File: config.mk
export PLATFORM = sky130hd
export DESIGN_NAME = cpu_top
export DESIGN_NICKNAME = d
export VERILOG_FILES = /design/src/logic/isa_pkg.sv /design/src/logic/mem_pkg.sv /design/src/logic/alu.sv /design/src/logic/cpu_control.sv /design/src/logic/cpu_top.sv /design/src/logic/mem_access_unit.sv /design/src/logic/reg_file.sv
export SDC_FILE = /design/constraint.sdc
export NUM_CORES = 1
export LEC_CHECK = 0
export BUFFER_PORTS_ARGS = -buffer_cell sky130_fd_sc_hd__buf_4
export CAP_MARGIN = 20
export CORE_ASPECT_RATIO = 0.7
export CORE_MARGIN = 2
export CORE_UTILIZATION = 57
export CTS_CLUSTER_DIAMETER = 150
export DETAILED_ROUTE_END_ITERATION = 16
export PLACE_DENSITY = 0.84
export RECOVER_POWER = 100
export SETUP_SLACK_MARGIN = 0.05
export SYNTH_ARGS = -nofsm -noshare
export SYNTH_HDL_FRONTEND = slang
export SYNTH_SLANG_ARGS = --single-unit
File: constraint.sdc
create_clock -name clk -period 5.86 [get_ports clk]
set_input_delay 0.879 -clock clk [delete_from_list [all_inputs] [get_ports clk]]
set_output_delay 0.879 -clock clk [all_outputs]
set_load 0.01 [all_outputs]
File: src/logic/isa_pkg.sv
// instruction set definitions for the 16-bit multicycle core
// opcodes, field types and ALU operation codes
// imported by the control path, register file, ALU and the reference model
`default_nettype none

package isa_pkg;

    // ##############################
    // basic types
    // ##############################

    typedef logic signed [15:0] word_t;   // one data word, signed
    typedef logic [11:0] pc_t;            // instruction word address
    typedef logic [3:0] reg_idx_t;        // r0 .. r15

    localparam int IMM_W = 5;             // imm field, bits 4..0

    // ##############################
    // opcodes, bits 15..13
    // ##############################

    // 110 and 111 are not listed, they only advance pc
    typedef enum logic [2:0] {
        OP_ARITH  = 3'b000,   // func 1 add, func 0 sub
        OP_CMPMUL = 3'b001,   // func 1 slt, func 0 mult
        OP_STORE  = 3'b010,
        OP_LOAD   = 3'b011,
        OP_JUMP   = 3'b100,
        OP_BEQ    = 3'b101
    } opcode_t;

    // ##############################
    // ALU operations
    // ##############################

    typedef enum logic [1:0] {
        ALU_ADD = 2'd0,   // also load/store address
        ALU_SUB = 2'd1,
        ALU_MUL = 2'd2,   // low 16 bits of product
        ALU_SLT = 2'd3    // signed compare, 1 or 0
    } alu_op_t;

endpackage

`default_nettype wire

File: src/logic/mem_pkg.sv
// memory side types and address map defaults
// byte address = word address * 2 + base, one base per memory side
// imported by the top level, the memory access unit and the testbench
`default_nettype none

package mem_pkg;

    // ##############################
    // bus types
    // ##############################

    typedef logic [31:0] bus_addr_t;   // byte address on either side

    // ##############################
    // address map
    // ##############################

    // both sides start at 0x1000 unless the top level overrides them
    localparam bus_addr_t DEFAULT_INST_BASE = 32'h0000_1000;
    localparam bus_addr_t DEFAULT_DATA_BASE = 32'h0000_1000;

endpackage

`default_nettype wire

File: src/logic/alu.sv
// ALU with one registered stage for add/sub/slt
// and a two-stage multiplier for the low 16 bits of the product
// z follows the op of the previous cycle
`timescale 1ns/1ps
`default_nettype none

module alu import isa_pkg::*; (
    input  logic    clk,
    input  word_t   a,
    input  word_t   b,
    input  alu_op_t op,
    output word_t   z
);

    alu_op_t     op_q;      // op of the last registered result
    word_t       arith_q;   // add / sub / slt result
    logic [15:0] pp_lo;     // a * b[7:0], low 16 bits
    logic [7:0]  pp_hi;     // a * b[15:8], only low 8 bits reach the result
    logic [15:0] prod_q;    // low product, stage 2

    // ##############################
    // stage 1
    // ##############################

    always_ff @(posedge clk) begin
        op_q <= op;
        case (op)
            ALU_ADD: arith_q <= a + b;
            ALU_SUB: arith_q <= a - b;
            ALU_SLT: arith_q <= (a < b) ? 16'sd1 : 16'sd0;   // signed compare
            default: arith_q <= '0;
        endcase
        // low half of a signed product equals the unsigned one
        pp_lo <= a * b[7:0];
        pp_hi <= a[7:0] * b[15:8];
    end

    // ##############################
    // stage 2
    // ##############################

    always_ff @(posedge clk) begin
        prod_q <= pp_lo + {pp_hi, 8'h00};   // partials realigned
    end

    // mult holds its operands through MULT_WAIT, so op_q is still MUL
    assign z = (op_q == ALU_MUL) ? word_t'(prod_q) : arith_q;

endmodule

`default_nettype wire

File: src/logic/cpu_control.sv
// instruction FSM of the core: fetch, decode, execute, memory, writeback
// holds pc and the instruction register, picks ALU and writeback sources
// io_stall drops for one cycle after each UPDATE_PC
`timescale 1ns/1ps
`default_nettype none

module cpu_control import isa_pkg::*; (
    input  logic     clk,
    input  logic     rst_n,
    input  logic     fetch_done,
    input  word_t    inst,
    input  logic     data_done,
    input  word_t    load_data,
    input  word_t    rs_val,
    input  word_t    rt_val,
    input  word_t    alu_z,
    output logic     fetch_start,
    output logic     data_start,
    output logic     data_write,
    output pc_t      ls_word_addr,
    output word_t    store_data,
    output pc_t      pc,
    output reg_idx_t rs_idx,
    output reg_idx_t rt_idx,
    output reg_idx_t wr_idx,
    output logic     wr_en,
    output word_t    wr_data,
    output word_t    alu_a,
    output word_t    alu_b,
    output alu_op_t  alu_op,
    output logic     io_stall
);

    typedef enum logic [3:0] {
        S_FETCH, S_FETCH_WAIT, S_DECODE, S_EXECUTE, S_MULT_WAIT,
        S_DATA_REQ, S_DATA_WAIT, S_WRITEBACK, S_UPDATE_PC
    } state_t;

    state_t   state, next_state;
    word_t    ir;          // latched instruction word
    opcode_t  opcode;
    logic     func;
    reg_idx_t rd_idx;
    word_t    imm_ext;
    logic     branch_eq;

    // ##############################
    // decode
    // ##############################

    assign opcode  = opcode_t'(ir[15:13]);
    assign rs_idx  = ir[12:9];
    assign rt_idx  = ir[8:5];
    assign rd_idx  = ir[4:1];
    assign func    = ir[0];
    assign imm_ext = {{(16 - IMM_W){ir[IMM_W-1]}}, ir[IMM_W-1:0]};   // sext imm5

    always_ff @(posedge clk) begin
        if (fetch_done)
            ir <= inst;
    end

    // ##############################
    // FSM
    // ##############################

    always_ff @(posedge clk or negedge rst_n) begin
        if (!rst_n)
            state <= S_FETCH;   // first fetch right after reset
        else
            state <= next_state;
    end

    always_comb begin
        next_state = state;
        case (state)
            S_FETCH:      next_state = S_FETCH_WAIT;
            S_FETCH_WAIT: if (fetch_done) next_state = S_DECODE;
            S_DECODE: begin
                case (opcode)
                    OP_ARITH, OP_CMPMUL, OP_STORE, OP_LOAD: next_state = S_EXECUTE;
                    default: next_state = S_UPDATE_PC;   // jump, beq, 110, 111
                endcase
            end
            S_EXECUTE: begin
                if (opcode == OP_STORE || opcode == OP_LOAD)
                    next_state = S_DATA_REQ;   // alu_z holds the word address next cycle
                else if (opcode == OP_CMPMUL && !func)
                    next_state = S_MULT_WAIT;  // second multiplier stage
                else
                    next_state = S_WRITEBACK;
            end
            S_MULT_WAIT:  next_state = S_WRITEBACK;
            S_DATA_REQ:   next_state = S_DATA_WAIT;
            S_DATA_WAIT: begin
                if (data_done)
                    next_state = (opcode == OP_LOAD) ? S_WRITEBACK : S_UPDATE_PC;
            end
            S_WRITEBACK:  next_state = S_UPDATE_PC;
            S_UPDATE_PC:  next_state = S_FETCH;
            default:      next_state = S_FETCH;
        endcase
    end

    // ##############################
    // operands and ALU
    // ##############################

    always_comb begin
        case (opcode)
            OP_ARITH:  alu_op = func ? ALU_ADD : ALU_SUB;
            OP_CMPMUL: alu_op = func ? ALU_SLT : ALU_MUL;
            default:   alu_op = ALU_ADD;   // rs + imm for load/store
        endcase
    end

    assign alu_a = rs_val;
    assign alu_b = (opcode == OP_ARITH || opcode == OP_CMPMUL) ? rt_val : imm_ext;

    // memory strobes
    assign fetch_start  = (state == S_FETCH);
    assign data_start   = (state == S_DATA_REQ);
    assign data_write   = (opcode == OP_STORE);
    assign ls_word_addr = pc_t'(alu_z);   // low 12 bits of rs + imm
    assign store_data   = rt_val;

    // writeback, load writes rt, the others rd
    assign wr_en   = (state == S_WRITEBACK);
    assign wr_idx  = (opcode == OP_LOAD) ? rt_idx : rd_idx;
    assign wr_data = (opcode == OP_LOAD) ? load_data : alu_z;

    // ##############################
    // pc and io_stall
    // ##############################

    assign branch_eq = (rs_val == rt_val);

    always_ff @(posedge clk or negedge rst_n) begin
        if (!rst_n) begin
            pc <= '0;
        end else if (state == S_UPDATE_PC) begin
            if (opcode == OP_JUMP)
                pc <= ir[11:0];                              // low 12 of 13-bit field
            else if (opcode == OP_BEQ && branch_eq)
                pc <= pc + 12'd1 + pc_t'(imm_ext);           // wraps in 12 bits
            else
                pc <= pc + 12'd1;
        end
    end

    always_ff @(posedge clk or negedge rst_n) begin
        if (!rst_n)
            io_stall <= 1'b1;
        else
            io_stall <= (state != S_UPDATE_PC);   // low the cycle after UPDATE_PC
    end

    // every instruction takes more than one cycle, so no back to back retire
    a_stall_single: assert property (@(posedge clk) disable iff (!rst_n)
        !io_stall |=> io_stall);

endmodule

`default_nettype wire

File: src/logic/cpu_top.sv
// top level of the 16-bit multicycle core
// ties the control FSM, register file, ALU and memory access unit together
// instruction and data memories hang off plain req/ack ports
`timescale 1ns/1ps
`default_nettype none

module cpu_top import isa_pkg::*, mem_pkg::*; #(
    parameter bus_addr_t INST_BASE = DEFAULT_INST_BASE,
    parameter bus_addr_t DATA_BASE = DEFAULT_DATA_BASE
) (
    input  logic      clk,
    input  logic      rst_n,
    output logic      io_stall,    // low one cycle per retired instruction
    // instruction side
    output logic      imem_req,
    output bus_addr_t imem_addr,
    input  logic      imem_ack,
    input  word_t     imem_rdata,
    // data side
    output logic      dmem_req,
    output bus_addr_t dmem_addr,
    output logic      dmem_we,
    output word_t     dmem_wdata,
    input  logic      dmem_ack,
    input  word_t     dmem_rdata
);

    // control <-> memory access unit
    logic     fetch_start, fetch_done;
    logic     data_start, data_done, data_write;
    word_t    inst, load_data, store_data;
    pc_t      pc, ls_word_addr;

    // control <-> register file
    reg_idx_t rs_idx, rt_idx, wr_idx;
    logic     wr_en;
    word_t    wr_data, rs_val, rt_val;

    // control <-> ALU
    word_t    alu_a, alu_b, alu_z;
    alu_op_t  alu_op;

    cpu_control u_control (
        .clk          (clk),
        .rst_n        (rst_n),
        .fetch_done   (fetch_done),
        .inst         (inst),
        .data_done    (data_done),
        .load_data    (load_data),
        .rs_val       (rs_val),
        .rt_val       (rt_val),
        .alu_z        (alu_z),
        .fetch_start  (fetch_start),
        .data_start   (data_start),
        .data_write   (data_write),
        .ls_word_addr (ls_word_addr),
        .store_data   (store_data),
        .pc           (pc),
        .rs_idx       (rs_idx),
        .rt_idx       (rt_idx),
        .wr_idx       (wr_idx),
        .wr_en        (wr_en),
        .wr_data      (wr_data),
        .alu_a        (alu_a),
        .alu_b        (alu_b),
        .alu_op       (alu_op),
        .io_stall     (io_stall)
    );

    reg_file u_reg_file (
        .clk     (clk),
        .rst_n   (rst_n),
        .rs_idx  (rs_idx),
        .rt_idx  (rt_idx),
        .wr_idx  (wr_idx),
        .wr_en   (wr_en),
        .wr_data (wr_data),
        .rs_val  (rs_val),
        .rt_val  (rt_val)
    );

    alu u_alu (
        .clk (clk),
        .a   (alu_a),
        .b   (alu_b),
        .op  (alu_op),
        .z   (alu_z)
    );

    mem_access_unit #(
        .INST_BASE (INST_BASE),
        .DATA_BASE (DATA_BASE)
    ) u_mem (
        .clk          (clk),
        .rst_n        (rst_n),
        .fetch_start  (fetch_start),
        .pc           (pc),
        .data_start   (data_start),
        .data_write   (data_write),
        .ls_word_addr (ls_word_addr),
        .store_data   (store_data),
        .fetch_done   (fetch_done),
        .inst         (inst),
        .data_done    (data_done),
        .load_data    (load_data),
        .imem_req     (imem_req),
        .imem_addr    (imem_addr),
        .imem_ack     (imem_ack),
        .imem_rdata   (imem_rdata),
        .dmem_req     (dmem_req),
        .dmem_addr    (dmem_addr),
        .dmem_we      (dmem_we),
        .dmem_wdata   (dmem_wdata),
        .dmem_ack     (dmem_ack),
        .dmem_rdata   (dmem_rdata)
    );

endmodule

`default_nettype wire

File: src/logic/mem_access_unit.sv
// request sequencing for the instruction and data memories
// start pulse -> req held with a stable address until ack -> done pulse
// byte address is word address * 2 plus the side's base
`timescale 1ns/1ps
`default_nettype none

module mem_access_unit import isa_pkg::*, mem_pkg::*; #(
    parameter bus_addr_t INST_BASE = DEFAULT_INST_BASE,
    parameter bus_addr_t DATA_BASE = DEFAULT_DATA_BASE
) (
    input  logic      clk,
    input  logic      rst_n,
    // control side
    input  logic      fetch_start,
    input  pc_t       pc,
    input  logic      data_start,
    input  logic      data_write,
    input  pc_t       ls_word_addr,
    input  word_t     store_data,
    output logic      fetch_done,
    output word_t     inst,
    output logic      data_done,
    output word_t     load_data,
    // memory side
    output logic      imem_req,
    output bus_addr_t imem_addr,
    input  logic      imem_ack,
    input  word_t     imem_rdata,
    output logic      dmem_req,
    output bus_addr_t dmem_addr,
    output logic      dmem_we,
    output word_t     dmem_wdata,
    input  logic      dmem_ack,
    input  word_t     dmem_rdata
);

    // ##############################
    // instruction side
    // ##############################

    always_ff @(posedge clk or negedge rst_n) begin
        if (!rst_n) begin
            imem_req   <= 1'b0;
            fetch_done <= 1'b0;
        end else begin
            fetch_done <= imem_req && imem_ack;   // pulse the cycle after ack
            if (fetch_start)
                imem_req <= 1'b1;
            else if (imem_ack)
                imem_req <= 1'b0;
        end
    end

    always_ff @(posedge clk) begin
        if (fetch_start)
            imem_addr <= {19'd0, pc, 1'b0} + INST_BASE;
        if (imem_req && imem_ack)
            inst <= imem_rdata;
    end

    // ##############################
    // data side
    // ##############################

    always_ff @(posedge clk or negedge rst_n) begin
        if (!rst_n) begin
            dmem_req  <= 1'b0;
            dmem_we   <= 1'b0;
            data_done <= 1'b0;
        end else begin
            data_done <= dmem_req && dmem_ack;
            if (data_start) begin
                dmem_req <= 1'b1;
                dmem_we  <= data_write;   // kept until the next request
            end else if (dmem_ack) begin
                dmem_req <= 1'b0;
            end
        end
    end

    always_ff @(posedge clk) begin
        if (data_start) begin
            dmem_addr  <= {19'd0, ls_word_addr, 1'b0} + DATA_BASE;
            dmem_wdata <= store_data;
        end
        if (dmem_req && dmem_ack && !dmem_we)
            load_data <= dmem_rdata;   // held for WRITEBACK
    end

    // ##############################
    // memory protocol checks
    // ##############################

    a_imem_hold: assert property (@(posedge clk) disable iff (!rst_n)
        imem_req && !imem_ack |=> imem_req && $stable(imem_addr));
    a_dmem_hold: assert property (@(posedge clk) disable iff (!rst_n)
        dmem_req && !dmem_ack |=> dmem_req && $stable(dmem_addr)
            && $stable(dmem_we) && $stable(dmem_wdata));
    a_imem_ack: assert property (@(posedge clk) disable iff (!rst_n)
        imem_ack |-> imem_req);
    a_dmem_ack: assert property (@(posedge clk) disable iff (!rst_n)
        dmem_ack |-> dmem_req);

endmodule

`default_nettype wire

File: src/logic/reg_file.sv
// sixteen signed 16-bit registers
// two combinational read ports, one write port landing on the next edge
`timescale 1ns/1ps
`default_nettype none

module reg_file import isa_pkg::*; (
    input  logic     clk,
    input  logic     rst_n,
    input  reg_idx_t rs_idx,
    input  reg_idx_t rt_idx,
    input  reg_idx_t wr_idx,
    input  logic     wr_en,
    input  word_t    wr_data,
    output word_t    rs_val,
    output word_t    rt_val
);

    localparam int NUM_REGS = 16;

    word_t regs [NUM_REGS];   // r0 is an ordinary register

    always_ff @(posedge clk or negedge rst_n) begin
        if (!rst_n) begin
            for (int i = 0; i < NUM_REGS; i++)
                regs[i] <= '0;
        end else if (wr_en) begin
            regs[wr_idx] <= wr_data;
        end
    end

    // no bypass, writeback and the next read never share a cycle
    assign rs_val = regs[rs_idx];
    assign rt_val = regs[rt_idx];

endmodule

`default_nettype wire

==> metrics <==
initial DRC count between 2,000 and 2,500; TNS Setup 0 ns; Avg WL per Cell 25.9 microns; syn avg cell area 11.7 sq um; slew margin rel. -0.759; first-pass GRT wire length between 100 and 150 mm; Total GRT Usage 0.333; Leak Pwr around 13 nW; layout cells sized above 1 0.273; chip width ~260 microns; Synth warnings 0; cts bufs inserted between 40 and 50; Seq/Total Area, Yosys 0.424; # port buffers about 80; Final Skew ~0.023 ns; CTS Hold Bufs 0; main area contributors after synthesis dfrtp_1 (27%), mux4_2 (11%), edfxtp_1 (11%); area delta synth->final 15.9%; Post-synth EDFFs 90; setup repair after global routing missed its margin yes; Clock Sink Count roughly 430; Hold Path Sink u_alu.prod_q[7]; flops & latches, synth ~430; Startpoint Class flop; slowest CP cell mux4_2; Comb pwr share 0.435; Hold Startpoint u_alu.pp_lo[7]; endpoints failing setup 0; starting density of the core 0.581; drc violations 0; kind of critical path flop to flop; Cells after Synth approximately 2,200; reg-to-reg setup timing slack roughly 0.13 ns; via/cell ratio about 6.4; Sw Share 0.389; Hold Path Depth 0; Peak VDD IR ~330 uV; synthesized area between 0.02 and 0.03 sq mm; Clk network pwr share 0.228; number of routed nets with antenna violations 0; area share of the largest cell type after synthesis 0.272; cell repeated most along the worst path buf_4; Tcrit/Tclk final 0.978; # diodes 0; CP required approximately 6.4 ns; Core Area 0.0439 sq mm; num ports 120; crit path DAT 6.22 ns; DP Wirelength roughly 54 mm; hold slack approximately 0.33 ns; latest clock arrival within the worst-skew pair around 0.57 ns; ys flop type dfrtp_1; Routed WL 78.5 mm; vias in the first global route 19,400; Power Internal approximately 8 mW; R2R depth 26; CP Max Fanout 5; Largest stage delay, worst path between 0.5 and 0.6 ns; Reg power frac 0.337; Die ar. around 0.046 sq mm; Crit. End Element flop; die height 181 microns; Std-Cell Rows 64; Core Util, Final 0.674; max-cap viol count 9; Synth top cells by count dfrtp_1 (277), inv_1 (184), nand2_1 (182); Fmax 174 MHz; GPL Wtd Cong slightly below 1; detailed-route via count 19,300; root buffer cell clkbuf_16; pwr/cell area 443 mW/mm^2; P_sw between 5 and 6 mW; most frequent cell after synthesis dfrtp_1; Final min period around 5.7 ns; failing checks capacitance limit, slew limit; worst min path class flop to flop; H-tree lvl count 2; asr flop ratio synth 0.653; CTS max path bufs 3; Worst Tran Pin Value between 2 and 3 ns; worst r2r src u_control.ir[5]; RR Endpoint u_alu.pp_lo[13]; number of failing hold endpoints at the final stage 0; initial antenna violation count 1; Clock transition at path regs 0.06 ns; Synth cell types 76; Remaining Overflow, GRT 0; 1st-pass router iterations 6; outcome finished, violations left; Max Slew Vio Count roughly 450; area leader, netlist dfrtp_1; Final #Nets between 2,000 and 3,000; TritonCTS clock tree built; largest net degree at the start of global routing 131
==> metal layers <==
| layer | global-route usage | wire length (microns) | vias to the layer above | share of wire |
|---|---|---|---|---|
| li1 | - | - | 8125 | - |
| met1 | 0.463 | 30300 | 9661 | 0.39 |
| met2 | 0.487 | 34500 | 1303 | 0.44 |
| met3 | 0.121 | 10900 | 238 | 0.14 |
| met4 | 0.109 | 2790 | 0 | 0.036 |
| met5 | 0 | 0 | - | 0 |
==> what timing repair did <==
item | 4_1_cts | 5_1_grt
resized for setup | 10 | 73
buffers inserted | 2 | 26
pin swaps | 1 | 30
endpoints found under the setup margin | 4 | 6
gates cloned | 0 | 6
==> flip-flops by register name, summed over array words and instances (netlist names), 2 cells and up <==
signal and flops:
u_mem.dmem_wdata 16, u_control.pc 12, u_mem.load_data 16, u_control.ir 16
u_alu.prod_q 16, u_alu.op_q 2, u_mem.inst 16, u_alu.arith_q 16
u_mem.dmem_addr 13, u_alu.pp_lo 16, u_reg_file.regs 256, u_alu.pp_hi 8
u_control.state 4, u_mem.imem_addr 13
==> worst max-delay path, delay by kind of cell (launching register included) <==
kind | cells | cell delay, ns
multiplexers | 2 | 0.82
AO/OA/AOI/OAI | 8 | 1.21
XOR/XNOR | 1 | 0.11
AND/OR/NAND/NOR | 4 | 0.35
flip-flops | 1 | 0.35
adder cells (fa/ha/maj) | 5 | 2.06
buffers and inverters | 6 | 0.73
==> through the flow <==
step,power [mW],std cells,setup slack (ns),area [sq um]
after detailed placement,9.68,2921,-0.129,27600
after global routing,13.7,3037,-0.0944,29600
after CTS,12.7,3002,0.0278,29200
after floorplan,7.63,2226,0.0578,25700
after global placement,9.43,2920,0.0118,27600
final,13.1,3037,0.129,29600
==> layout make-up <==
class	count	area, sq um
Inverter	184	694
Clock inverter	24	319
Timing Repair Buffer	286	2180
Sequential cell	426	10800
Clock buffer	55	1210
Tap cell	594	743
Fill cell	3189	14300
Multi-Input combinational cell	1468	13600
==> cells in the final DEF, fill, tap and decap left out, types with 16 or more instances in the layout <==
cell type,count
a21o_1,18
a21oi_1,74
a22oi_1,28
buf_4,163
clkbuf_1,67
clkbuf_16,49
clkbuf_4,33
conb_1,38
dfrtp_1,277
dfxtp_1,58
edfxtp_1,90
fa_1,75
ha_1,100
inv_1,179
mux2_2,162
mux2i_1,34
mux4_2,125
nand2_1,180
nor2_1,142
o21a_1,16
o21ai_0,129
xnor2_1,62
xor2_1,23
==> logic make-up after synthesis <==
group           share of synthesized area
compound gates                     0.0980
xor+xnor                           0.0292
fa+ha+maj                           0.111
buf+inv                            0.0586
flops                               0.424
mux                                 0.202
other cells                      0.000147
simple gates                       0.0759
==> power by group through the flow <==
stage               clock (mW)  sequential, mW  combinational (mW)
global route              3.13            4.47                6.15
global placement             0            4.35                5.09
floorplan                    0            4.23                3.40
detailed placement           0            4.41                5.27
finish                    2.99            4.41                5.69
CTS                       3.00            4.37                5.35
==> how the worst max path moves through the flow <==
stage	start	endpoint	slack (ns)
detailed placement	u_control.ir[6]	u_alu.pp_lo[14]	-0.13
CTS	u_control.ir[5]	u_alu.pp_lo[14]	0.03
global route	u_control.ir[5]	u_alu.pp_lo[14]	-0.09
global placement	u_control.ir[6]	u_alu.pp_lo[13]	0.01
finish	u_control.ir[5]	u_alu.pp_lo[13]	0.13
floorplan	u_control.ir[9]	u_alu.pp_lo[13]	0.06
(Power assumes the default switching activity.)
